===== config.mk =====
export PLATFORM = sky130hd
export DESIGN_NAME = frontend_top
export DESIGN_NICKNAME = d
export VERILOG_FILES = /design/src/source/frontend_pkg.sv /design/src/source/decode_if.sv /design/src/source/fetch_if.sv /design/src/source/decoder.sv /design/src/source/frontend_top.sv /design/src/source/icache.sv /design/src/source/instr_queue.sv
export SDC_FILE = /design/constraint.sdc
export NUM_CORES = 2
export LEC_CHECK = 0
export BUFFER_PORTS_ARGS = -buffer_cell sky130_fd_sc_hd__buf_4
export CORE_ASPECT_RATIO = 0.75
export CORE_MARGIN = 8
export CORE_UTILIZATION = 25
export CTS_BUF_LIST = sky130_fd_sc_hd__clkbuf_16
export CTS_CLUSTER_SIZE = 30
export DETAILED_ROUTE_END_ITERATION = 16
export GPL_TIMING_DRIVEN = 0
export SLEW_MARGIN = 20
export SYNTH_ARGS = -nofsm -noshare
export SYNTH_HDL_FRONTEND = slang
export SYNTH_SLANG_ARGS = --single-unit

===== constraint.sdc =====
create_clock -name clk -period 7.05 [get_ports clk]
set_clock_uncertainty 0.2 [all_clocks]
set_input_delay 0.705 -clock clk [delete_from_list [all_inputs] [get_ports clk]]
set_output_delay 0.705 -clock clk [all_outputs]
set_load 0.01 [all_outputs]

===== src/source/frontend_pkg.sv =====
package frontend_pkg;

    // ######################################
    // Widths
    // ######################################
    typedef logic [31:0] pc_t;
    typedef logic [31:0] instr_t;
    typedef logic [4:0]  reg_idx_t;
    typedef logic [31:0] imm_t;
    typedef logic [6:0]  opcode_t;

    localparam pc_t RESET_PC = 32'h0000_0000;

    // Queue pointers carry one wrap bit above the index.
    localparam int IQ_DEPTH = 16;
    localparam int IQ_PTR_W = $clog2(IQ_DEPTH);
    typedef logic [IQ_PTR_W:0] iq_ptr_t;

    // Index is pc[5:2], tag is pc[31:6].
    localparam int ICACHE_LINES = 16;
    localparam int ICACHE_IDX_W = $clog2(ICACHE_LINES);
    localparam int ICACHE_TAG_W = 32 - ICACHE_IDX_W - 2;
    typedef logic [ICACHE_IDX_W-1:0] icache_idx_t;
    typedef logic [ICACHE_TAG_W-1:0] icache_tag_t;

    // ######################################
    // RV32I major opcodes
    // ######################################
    localparam opcode_t OPC_LUI    = 7'b0110111;
    localparam opcode_t OPC_AUIPC  = 7'b0010111;
    localparam opcode_t OPC_JAL    = 7'b1101111;
    localparam opcode_t OPC_JALR   = 7'b1100111;
    localparam opcode_t OPC_BRANCH = 7'b1100011;
    localparam opcode_t OPC_LOAD   = 7'b0000011;
    localparam opcode_t OPC_STORE  = 7'b0100011;
    localparam opcode_t OPC_OP_IMM = 7'b0010011;
    localparam opcode_t OPC_OP     = 7'b0110011;
    localparam opcode_t OPC_SYSTEM = 7'b1110011;

    typedef enum logic [3:0] {
        alu_reg, alu_imm, load, store, branch, jal, jalr, lui, auipc, system, illegal
    } op_class_e;

    typedef enum logic [1:0] {
        idle, lookup, refill
    } icache_state_e;

endpackage


===== src/source/decode_if.sv =====
`timescale 1ns/100ps

interface decode_if;

    // Oldest queue entry, shown without a register stage.
    logic                 empty;
    frontend_pkg::pc_t    head_pc;
    frontend_pkg::instr_t head_instr;

    // Head advances on the edge that sees pop.
    logic                 pop;

    modport queue (output empty, output head_pc, output head_instr, input pop);

    modport dec (input empty, input head_pc, input head_instr, output pop);

endinterface


===== src/source/fetch_if.sv =====
`timescale 1ns/100ps

interface fetch_if;

    // Request from the queue, one cycle wide.
    logic                 req;
    frontend_pkg::pc_t    req_pc;

    // Answer from the cache.
    logic                 hit;
    frontend_pkg::instr_t instr;

    modport cache (input req, input req_pc, output hit, output instr);

    modport queue (output req, output req_pc, input hit, input instr);

endinterface


===== src/source/decoder.sv =====
`timescale 1ns/100ps

module decoder (
    input  logic                      clk,
    input  logic                      rst_n,
    input  logic                      redirect,
    input  logic                      issue_ready,
    decode_if.dec                     deq,
    output logic                      dec_valid,
    output frontend_pkg::pc_t         dec_pc,
    output frontend_pkg::op_class_e   dec_class,
    output frontend_pkg::reg_idx_t    dec_rd,
    output frontend_pkg::reg_idx_t    dec_rs1,
    output frontend_pkg::reg_idx_t    dec_rs2,
    output frontend_pkg::imm_t        dec_imm
);

    frontend_pkg::instr_t      w;
    frontend_pkg::op_class_e   cls;
    frontend_pkg::imm_t        imm;

    assign w       = deq.head_instr;
    assign deq.pop = !deq.empty && (!dec_valid || issue_ready);

    // ######################################
    // Classify and build the immediate
    // ######################################
    always_comb begin
        // Every valid opcode ends in 11, so the default also catches bad low bits.
        case (w[6:0])
            frontend_pkg::OPC_OP:     cls = frontend_pkg::alu_reg;
            frontend_pkg::OPC_OP_IMM: cls = frontend_pkg::alu_imm;
            frontend_pkg::OPC_LOAD:   cls = frontend_pkg::load;
            frontend_pkg::OPC_STORE:  cls = frontend_pkg::store;
            frontend_pkg::OPC_BRANCH: cls = frontend_pkg::branch;
            frontend_pkg::OPC_JAL:    cls = frontend_pkg::jal;
            frontend_pkg::OPC_JALR:   cls = frontend_pkg::jalr;
            frontend_pkg::OPC_LUI:    cls = frontend_pkg::lui;
            frontend_pkg::OPC_AUIPC:  cls = frontend_pkg::auipc;
            frontend_pkg::OPC_SYSTEM: cls = frontend_pkg::system;
            default:                  cls = frontend_pkg::illegal;
        endcase

        case (cls)
            frontend_pkg::alu_imm,
            frontend_pkg::load,
            frontend_pkg::jalr:   imm = {{20{w[31]}}, w[31:20]};
            frontend_pkg::store:  imm = {{20{w[31]}}, w[31:25], w[11:7]};
            frontend_pkg::branch: imm = {{19{w[31]}}, w[31], w[7], w[30:25], w[11:8], 1'b0};
            frontend_pkg::lui,
            frontend_pkg::auipc:  imm = {w[31:12], 12'b0};
            frontend_pkg::jal:    imm = {{11{w[31]}}, w[31], w[19:12], w[20], w[30:21], 1'b0};
            default:              imm = '0;
        endcase
    end

    always_ff @(posedge clk or negedge rst_n) begin
        if (!rst_n) begin
            dec_valid <= 1'b0;
        end else if (redirect) begin
            dec_valid <= 1'b0;
        end else if (deq.pop) begin
            dec_valid <= 1'b1;
        end else if (issue_ready) begin
            dec_valid <= 1'b0;
        end
    end

    // Fields only move on a pop, so they hold under back-pressure.
    always_ff @(posedge clk) begin
        if (deq.pop) begin
            dec_pc    <= deq.head_pc;
            dec_class <= cls;
            dec_rd    <= w[11:7];
            dec_rs1   <= w[19:15];
            dec_rs2   <= w[24:20];
            dec_imm   <= imm;
        end
    end

    a_hold_when_stalled: assert property (
        @(posedge clk) disable iff (!rst_n)
        dec_valid && !issue_ready && !redirect |=>
            dec_valid && $stable(dec_pc) && $stable(dec_class) && $stable(dec_rd) &&
            $stable(dec_rs1) && $stable(dec_rs2) && $stable(dec_imm)
    );

endmodule


===== src/source/frontend_top.sv =====
`timescale 1ns/100ps

module frontend_top (
    input  logic                    clk,
    input  logic                    rst_n,
    input  logic                    redirect,
    input  frontend_pkg::pc_t       redirect_pc,
    input  logic                    issue_ready,
    input  logic                    mem_valid,
    input  frontend_pkg::instr_t    mem_data,
    output logic                    mem_req,
    output frontend_pkg::pc_t       mem_addr,
    output logic                    dec_valid,
    output frontend_pkg::pc_t       dec_pc,
    output frontend_pkg::op_class_e dec_class,
    output frontend_pkg::reg_idx_t  dec_rd,
    output frontend_pkg::reg_idx_t  dec_rs1,
    output frontend_pkg::reg_idx_t  dec_rs2,
    output frontend_pkg::imm_t      dec_imm
);

    fetch_if  fetch_bus ();
    decode_if deq_bus ();

    // ######################################
    // Cache, queue, decode
    // ######################################
    icache u_icache (
        .clk       (clk),
        .rst_n     (rst_n),
        .redirect  (redirect),
        .fetch     (fetch_bus.cache),
        .mem_req   (mem_req),
        .mem_addr  (mem_addr),
        .mem_valid (mem_valid),
        .mem_data  (mem_data)
    );

    instr_queue u_instr_queue (
        .clk         (clk),
        .rst_n       (rst_n),
        .redirect    (redirect),
        .redirect_pc (redirect_pc),
        .fetch       (fetch_bus.queue),
        .deq         (deq_bus.queue)
    );

    decoder u_decoder (
        .clk         (clk),
        .rst_n       (rst_n),
        .redirect    (redirect),
        .issue_ready (issue_ready),
        .deq         (deq_bus.dec),
        .dec_valid   (dec_valid),
        .dec_pc      (dec_pc),
        .dec_class   (dec_class),
        .dec_rd      (dec_rd),
        .dec_rs1     (dec_rs1),
        .dec_rs2     (dec_rs2),
        .dec_imm     (dec_imm)
    );

endmodule


===== src/source/icache.sv =====
`timescale 1ns/100ps

module icache (
    input  logic                 clk,
    input  logic                 rst_n,
    input  logic                 redirect,
    fetch_if.cache               fetch,
    output logic                 mem_req,
    output frontend_pkg::pc_t    mem_addr,
    input  logic                 mem_valid,
    input  frontend_pkg::instr_t mem_data
);

    frontend_pkg::icache_state_e state;
    frontend_pkg::pc_t           look_pc;
    frontend_pkg::pc_t           pend_pc;
    logic                        pend;
    logic                        drop;
    logic [frontend_pkg::ICACHE_LINES-1:0] line_valid;
    frontend_pkg::icache_tag_t   tag_mem [frontend_pkg::ICACHE_LINES];
    frontend_pkg::instr_t        data_mem [frontend_pkg::ICACHE_LINES];
    frontend_pkg::icache_idx_t   look_idx;
    frontend_pkg::icache_tag_t   look_tag;
    logic                        line_hit;
    logic                        take_req;

    assign look_idx = look_pc[frontend_pkg::ICACHE_IDX_W+1:2];
    assign look_tag = look_pc[31:frontend_pkg::ICACHE_IDX_W+2];
    assign line_hit = line_valid[look_idx] && (tag_mem[look_idx] == look_tag);
    assign take_req = fetch.req && !redirect;

    assign fetch.hit   = (state == frontend_pkg::lookup) && line_hit;
    assign fetch.instr = data_mem[look_idx];

    // Miss shows up on mem_req in the lookup cycle itself.
    assign mem_req  = (state == frontend_pkg::refill) ||
                      ((state == frontend_pkg::lookup) && !line_hit);
    assign mem_addr = look_pc;

    // ######################################
    // Lookup and refill FSM
    // ######################################
    always_ff @(posedge clk or negedge rst_n) begin
        if (!rst_n) begin
            state      <= frontend_pkg::idle;
            look_pc    <= frontend_pkg::RESET_PC;
            pend       <= 1'b0;
            drop       <= 1'b0;
            line_valid <= '0;
        end else begin
            if (redirect) begin
                pend <= 1'b0;
            end
            case (state)
                frontend_pkg::idle: begin
                    if (pend && !redirect) begin
                        look_pc <= pend_pc;
                        pend    <= 1'b0;
                        state   <= frontend_pkg::lookup;
                    end else if (take_req) begin
                        look_pc <= fetch.req_pc;
                        state   <= frontend_pkg::lookup;
                    end
                end
                frontend_pkg::lookup: begin
                    if (line_hit) begin
                        state <= frontend_pkg::idle;
                    end else if (mem_valid) begin
                        // Memory answered in the miss cycle, so the hit follows next cycle.
                        line_valid[look_idx] <= 1'b1;
                        if (redirect) begin
                            state <= frontend_pkg::idle;
                        end
                    end else begin
                        // A miss seen during a redirect still refills.
                        state <= frontend_pkg::refill;
                        drop  <= redirect;
                    end
                end
                frontend_pkg::refill: begin
                    if (redirect) begin
                        drop <= 1'b1;
                    end
                    // Only a request from the new stream can land here.
                    if (take_req) begin
                        pend <= 1'b1;
                    end
                    if (mem_valid) begin
                        line_valid[look_idx] <= 1'b1;
                        if (drop || redirect) begin
                            state <= frontend_pkg::idle;
                        end else begin
                            state <= frontend_pkg::lookup;
                        end
                    end
                end
                default: state <= frontend_pkg::idle;
            endcase
        end
    end

    always_ff @(posedge clk) begin
        if (mem_req && mem_valid) begin
            tag_mem[look_idx]  <= look_tag;
            data_mem[look_idx] <= mem_data;
        end
        if ((state == frontend_pkg::refill) && take_req) begin
            pend_pc <= fetch.req_pc;
        end
    end

    a_mem_addr_stable: assert property (
        @(posedge clk) disable iff (!rst_n)
        mem_req && !mem_valid |=> mem_req && $stable(mem_addr)
    );

endmodule


===== src/source/instr_queue.sv =====
`timescale 1ns/100ps

module instr_queue (
    input  logic              clk,
    input  logic              rst_n,
    input  logic              redirect,
    input  frontend_pkg::pc_t redirect_pc,
    fetch_if.queue            fetch,
    decode_if.queue           deq
);

    frontend_pkg::iq_ptr_t wr_ptr;
    frontend_pkg::iq_ptr_t rd_ptr;
    frontend_pkg::pc_t     fetch_pc;
    logic                  outstanding;
    logic                  fetch_en;
    logic                  full;
    frontend_pkg::instr_t  instr_mem [frontend_pkg::IQ_DEPTH];
    frontend_pkg::pc_t     pc_mem [frontend_pkg::IQ_DEPTH];

    // Same index with different wrap bits means every slot is taken.
    assign full = (wr_ptr[frontend_pkg::IQ_PTR_W] != rd_ptr[frontend_pkg::IQ_PTR_W]) &&
                  (wr_ptr[frontend_pkg::IQ_PTR_W-1:0] == rd_ptr[frontend_pkg::IQ_PTR_W-1:0]);

    assign deq.empty      = (wr_ptr == rd_ptr);
    assign deq.head_pc    = pc_mem[rd_ptr[frontend_pkg::IQ_PTR_W-1:0]];
    assign deq.head_instr = instr_mem[rd_ptr[frontend_pkg::IQ_PTR_W-1:0]];

    // One fetch in flight at a time.
    assign fetch.req    = fetch_en && !outstanding && !full;
    assign fetch.req_pc = fetch_pc;

    // ######################################
    // Pointers and fetch address
    // ######################################
    always_ff @(posedge clk or negedge rst_n) begin
        if (!rst_n) begin
            wr_ptr      <= '0;
            rd_ptr      <= '0;
            fetch_pc    <= frontend_pkg::RESET_PC;
            outstanding <= 1'b0;
            fetch_en    <= 1'b0;
        end else begin
            // Hold off the first request until the cycle after reset.
            fetch_en <= 1'b1;
            if (redirect) begin
                wr_ptr      <= '0;
                rd_ptr      <= '0;
                fetch_pc    <= redirect_pc;
                outstanding <= 1'b0;
            end else begin
                if (fetch.req) begin
                    outstanding <= 1'b1;
                end
                if (fetch.hit) begin
                    outstanding <= 1'b0;
                    wr_ptr      <= wr_ptr + 1'b1;
                    fetch_pc    <= fetch_pc + 32'd4;
                end
                if (deq.pop) begin
                    rd_ptr <= rd_ptr + 1'b1;
                end
            end
        end
    end

    // Each word is stored with the address it came from.
    always_ff @(posedge clk) begin
        if (fetch.hit && !redirect) begin
            instr_mem[wr_ptr[frontend_pkg::IQ_PTR_W-1:0]] <= fetch.instr;
            pc_mem[wr_ptr[frontend_pkg::IQ_PTR_W-1:0]]    <= fetch_pc;
        end
    end

    a_no_hit_when_full: assert property (
        @(posedge clk) disable iff (!rst_n)
        fetch.hit |-> !full
    );

endmodule


==> results.yml <==
outcome:
  outcome: "finished, final reports clean"
detailed_routing:
  drtAntennaViolNets: 0
  topRoutingLayerUsed: "met5"
  route.met3.wl_mm: 20.06
  drt-wirelength-per-cell_um: 25.79
  drc: 0
  wl_met1_mm: 95.40
  viasPerCell: 4.654
  drt_first_iter_violations: 5005
  route.final.wire_length_mm: 229.6
  dr.pass1.iters: 6
  routed-wl-met2_mm: 107.3
  route.vias.total: 41430
worst_setup_path:
  crit_arrival_ns: 5.89
  max_stage_delay_ns: 0.64
  path_class: "reg -> out"
  critPathSlowestCell: "dfrtp_1"
  cp.required_ns: 6.14
  critPathLaunchType: "flip-flop"
  worst-path-max-fanout: 10
  cp_cell_sequence: "buf_4, buf_6, buf_6, buf_2, clkdlybuf4s15_2, mux2i_1, xnor2_1, nor4_4, o2111ai_4, or3_1, clkbuf_1, a21oi_2, inv_2, buf_2, buf_4"
  cp-end-kind: "primary output"
synthesis:
  syn_area_sq_um: 83340
  ys_ff_latch: 2164
  synth_fp_nets: 3820
  synth.distinct_cells: 87
  avgSynthCellArea_sq_um: 22.25
  yosysWarnings: 0
  netlist_instances: 3745
  ys_async_sr_fraction: 0.04482
  ys_seq_area_frac: 0.7739
  synth_edf_count: 2067
  synth_ff_type: "edfxtp_1"
timing:
  min_period_ns: 6.795
  maxSlewViolCount: 0
  setup_viol: 0
  maxClockFrequency_mhz: 147.2
  fin_ws_ns: 0.2545
  tns_ns: 0
  rsz0062_at_grt: "false"
  fin_crit_sh: 0.9639
  tightest_slew_ns: 1.159
  relSlewSlack: 0.2274
  hold_ws_ns: 0.05313
  finalHoldViolations: 0
global_route:
  overflow: 0
  grt_pass1_vias: 41580
  grt_pass1_wl_mm: 320.8
  grt_use_total: 0.1260
  grt_max_degree: 98
  antenna_found_initial: 36
floorplan:
  start_util: 0.2514
  die_h_um: 516.0
  die_area_sq_um: 352300
  die_x_um: 682.7
  num_rows: 183
  core_area_sq_um: 331500
  ios: 186
placed_design:
  io_buffers: 185
  gp_congestion: 0.7998
  dp.cells: 8462
  dpl.hpwl_mm: 150.3
  post-place-ws_ns: -0.2980
run:
  drv_cap: 0
clock_tree:
  cts_tree: "done"
  htreeDepth: 4
  numCtsBuffers: 207
  cts_sinks: 2164
  cts_setup_buffers: 0
  clk_pin_slew_ns: 0.06
  cts_root_buf: "clkbuf_16"
  clk_latency_ns: 0.89
  max-clock-path-buffers: 4
finish:
  final_util: 0.3016
  area_growth_pct: 19.98
  instances_no_fill: 8903
  drive_above_1_share: 0.2832
  nets: 4371
pwr:
  p_leak_nw: 31.33
  power.density_nw_per_um2: 339.8
  ir_drop_mv: 0.2347
worst_hold_path:
  hold_path_class: "in -> reg"
-- final timing paths --
check | start | to | slack (ns) | cells after the start
max reg2reg | u_icache.mem_addr[5]$_DFFE_PN0P_ | u_instr_queue.instr_mem[9][21]$_DFFE_PP_ | 0.42 | 15
min | redirect_pc[13] | u_instr_queue.fetch.req_pc[13]$_DFFE_PN0N_ | 0.05 | 3
min in group asynchronous | rst_n | u_icache.line_valid[12]$_DFFE_PN0P_ | 0.47 | 2
max in group asynchronous | rst_n | u_instr_queue.fetch.req_pc[3]$_DFFE_PN0N_ | 5.55 | 2
max | u_icache.mem_addr[5]$_DFFE_PN0P_ | mem_req | 0.25 | 15
min reg2reg | u_icache.line_valid[12]$_DFFE_PN0P_ | u_icache.line_valid[12]$_DFFE_PN0P_ | 0.27 | 1
-- synthesized netlist by cell type (28+ instances only) --
cell      instances  area share
a21oi_1          55      0.0033
a22oi_1          28      0.0025
and2_1           33      0.0025
buf_1            49      0.0022
clkbuf_1        101      0.0045
dfrtp_1          97       0.029
edfxtp_1       2067        0.74
mux2i_1         144       0.017
mux4_2          527        0.14
nand2_1          69      0.0031
nand3_1          43      0.0026
nor2_1           90      0.0041
o21ai_0          37      0.0022
-- layout by cell type, fill, tap and decap left out, types with 13 or more instances in the layout --
cell type,n
edfxtp_1,2067
mux4_2,527
clkbuf_16,210
buf_4,195
mux2i_1,143
dfrtp_1,97
clkbuf_1,86
nor2_1,74
nand2_1,69
inv_1,66
dlygate4sd3_1,64
a21oi_1,55
buf_16,47
buf_12,44
nand3_1,43
o21ai_0,37
clkinv_1,37
clkinv_2,34
buf_1,31
a22oi_1,28
buf_2,27
xnor2_1,25
clkbuf_2,23
bufinv_16,21
a21o_1,20
mux2_2,18
a22o_1,18
xor2_1,18
and2_1,17
nor2_4,17
and3_1,16
and2_4,16
nor2b_1,13
nand4_1,13
nor4_1,13
a41o_1,13
-- registers in the layout (all words and copies together), names as in the netlist, 16 cells and up --
| signal | flops |
|---|---|
| u_decoder.dec_imm | 32 |
| u_decoder.dec_pc | 32 |
| u_icache.data_mem | 512 |
| u_icache.line_valid | 16 |
| u_icache.mem_addr | 32 |
| u_icache.pend_pc | 32 |
| u_icache.tag_mem | 416 |
| u_instr_queue.fetch.req_pc | 32 |
| u_instr_queue.instr_mem | 512 |
| u_instr_queue.pc_mem | 512 |
-- cell families (layout without fill, tap and decap cells) --
logic type,after synthesis,in the layout,synth area share
compound gates,269,269,0.02344
flops,2164,2164,0.7739
simple gates,351,351,0.02177
fa+ha+maj,6,6,0.0009008
xor+xnor,43,43,0.004519
other cells,1,5,0.00004500
buf+inv,219,933,0.01252
mux,692,692,0.1629
-- what timing repair did --
item	CTS	global route
hold endpoints to repair	611	0
setup endpoints to repair	402	0
hold buffers	64	0
resized for setup	4	0
-- cell type report --
class	count	area, sq um
Antenna cell	4	10.01
Buffer	196	1007
Fill cell	31960	231600
Clock inverter	162	1350
Tap cell	4440	5555
Clock buffer	210	5255
Sequential cell	2164	64500
Multi-Input combinational cell	1362	18000
Inverter	23	86.33
Timing Repair Buffer	342	4224
-- through the flow --
stage                     total power, mW  area (sq um)
after global routing                35.12         99980
final                               33.98         99990
after detailed placement            23.29         92670
after CTS                           34.29         99930
after floorplan                     20.22         83340
after global placement              23.02         90280
-- power breakdown --
part | leakage [nW] | switching (mW) | internal [mW]
clock network | 3.43 | 4.83 | 6.18
registers | 19.7 | 0.763 | 15.7
logic | 8.18 | 3.99 | 2.49
-- worst max-delay path: cells and delay by family (launching register included) --
kind / cells / cell delay [ns]
XOR/XNOR: 1 / 0.17
flip-flops: 1 / 0.64
multiplexers: 1 / 0.30
buffers and inverters: 9 / 2.34
AND/OR/NAND/NOR: 2 / 0.92
AO/OA/AOI/OAI: 2 / 0.63
-- metal layers --
| metal | track usage | up-vias |
|---|---|---|
| met5 | 0 | - |
| met4 | 0.03405 | 14 |
| met3 | 0.02805 | 348 |
| met2 | 0.2026 | 1914 |
| met1 | 0.1725 | 22230 |
| li1 | - | 16920 |
Note: power is estimated with default switching activity, not from simulation.
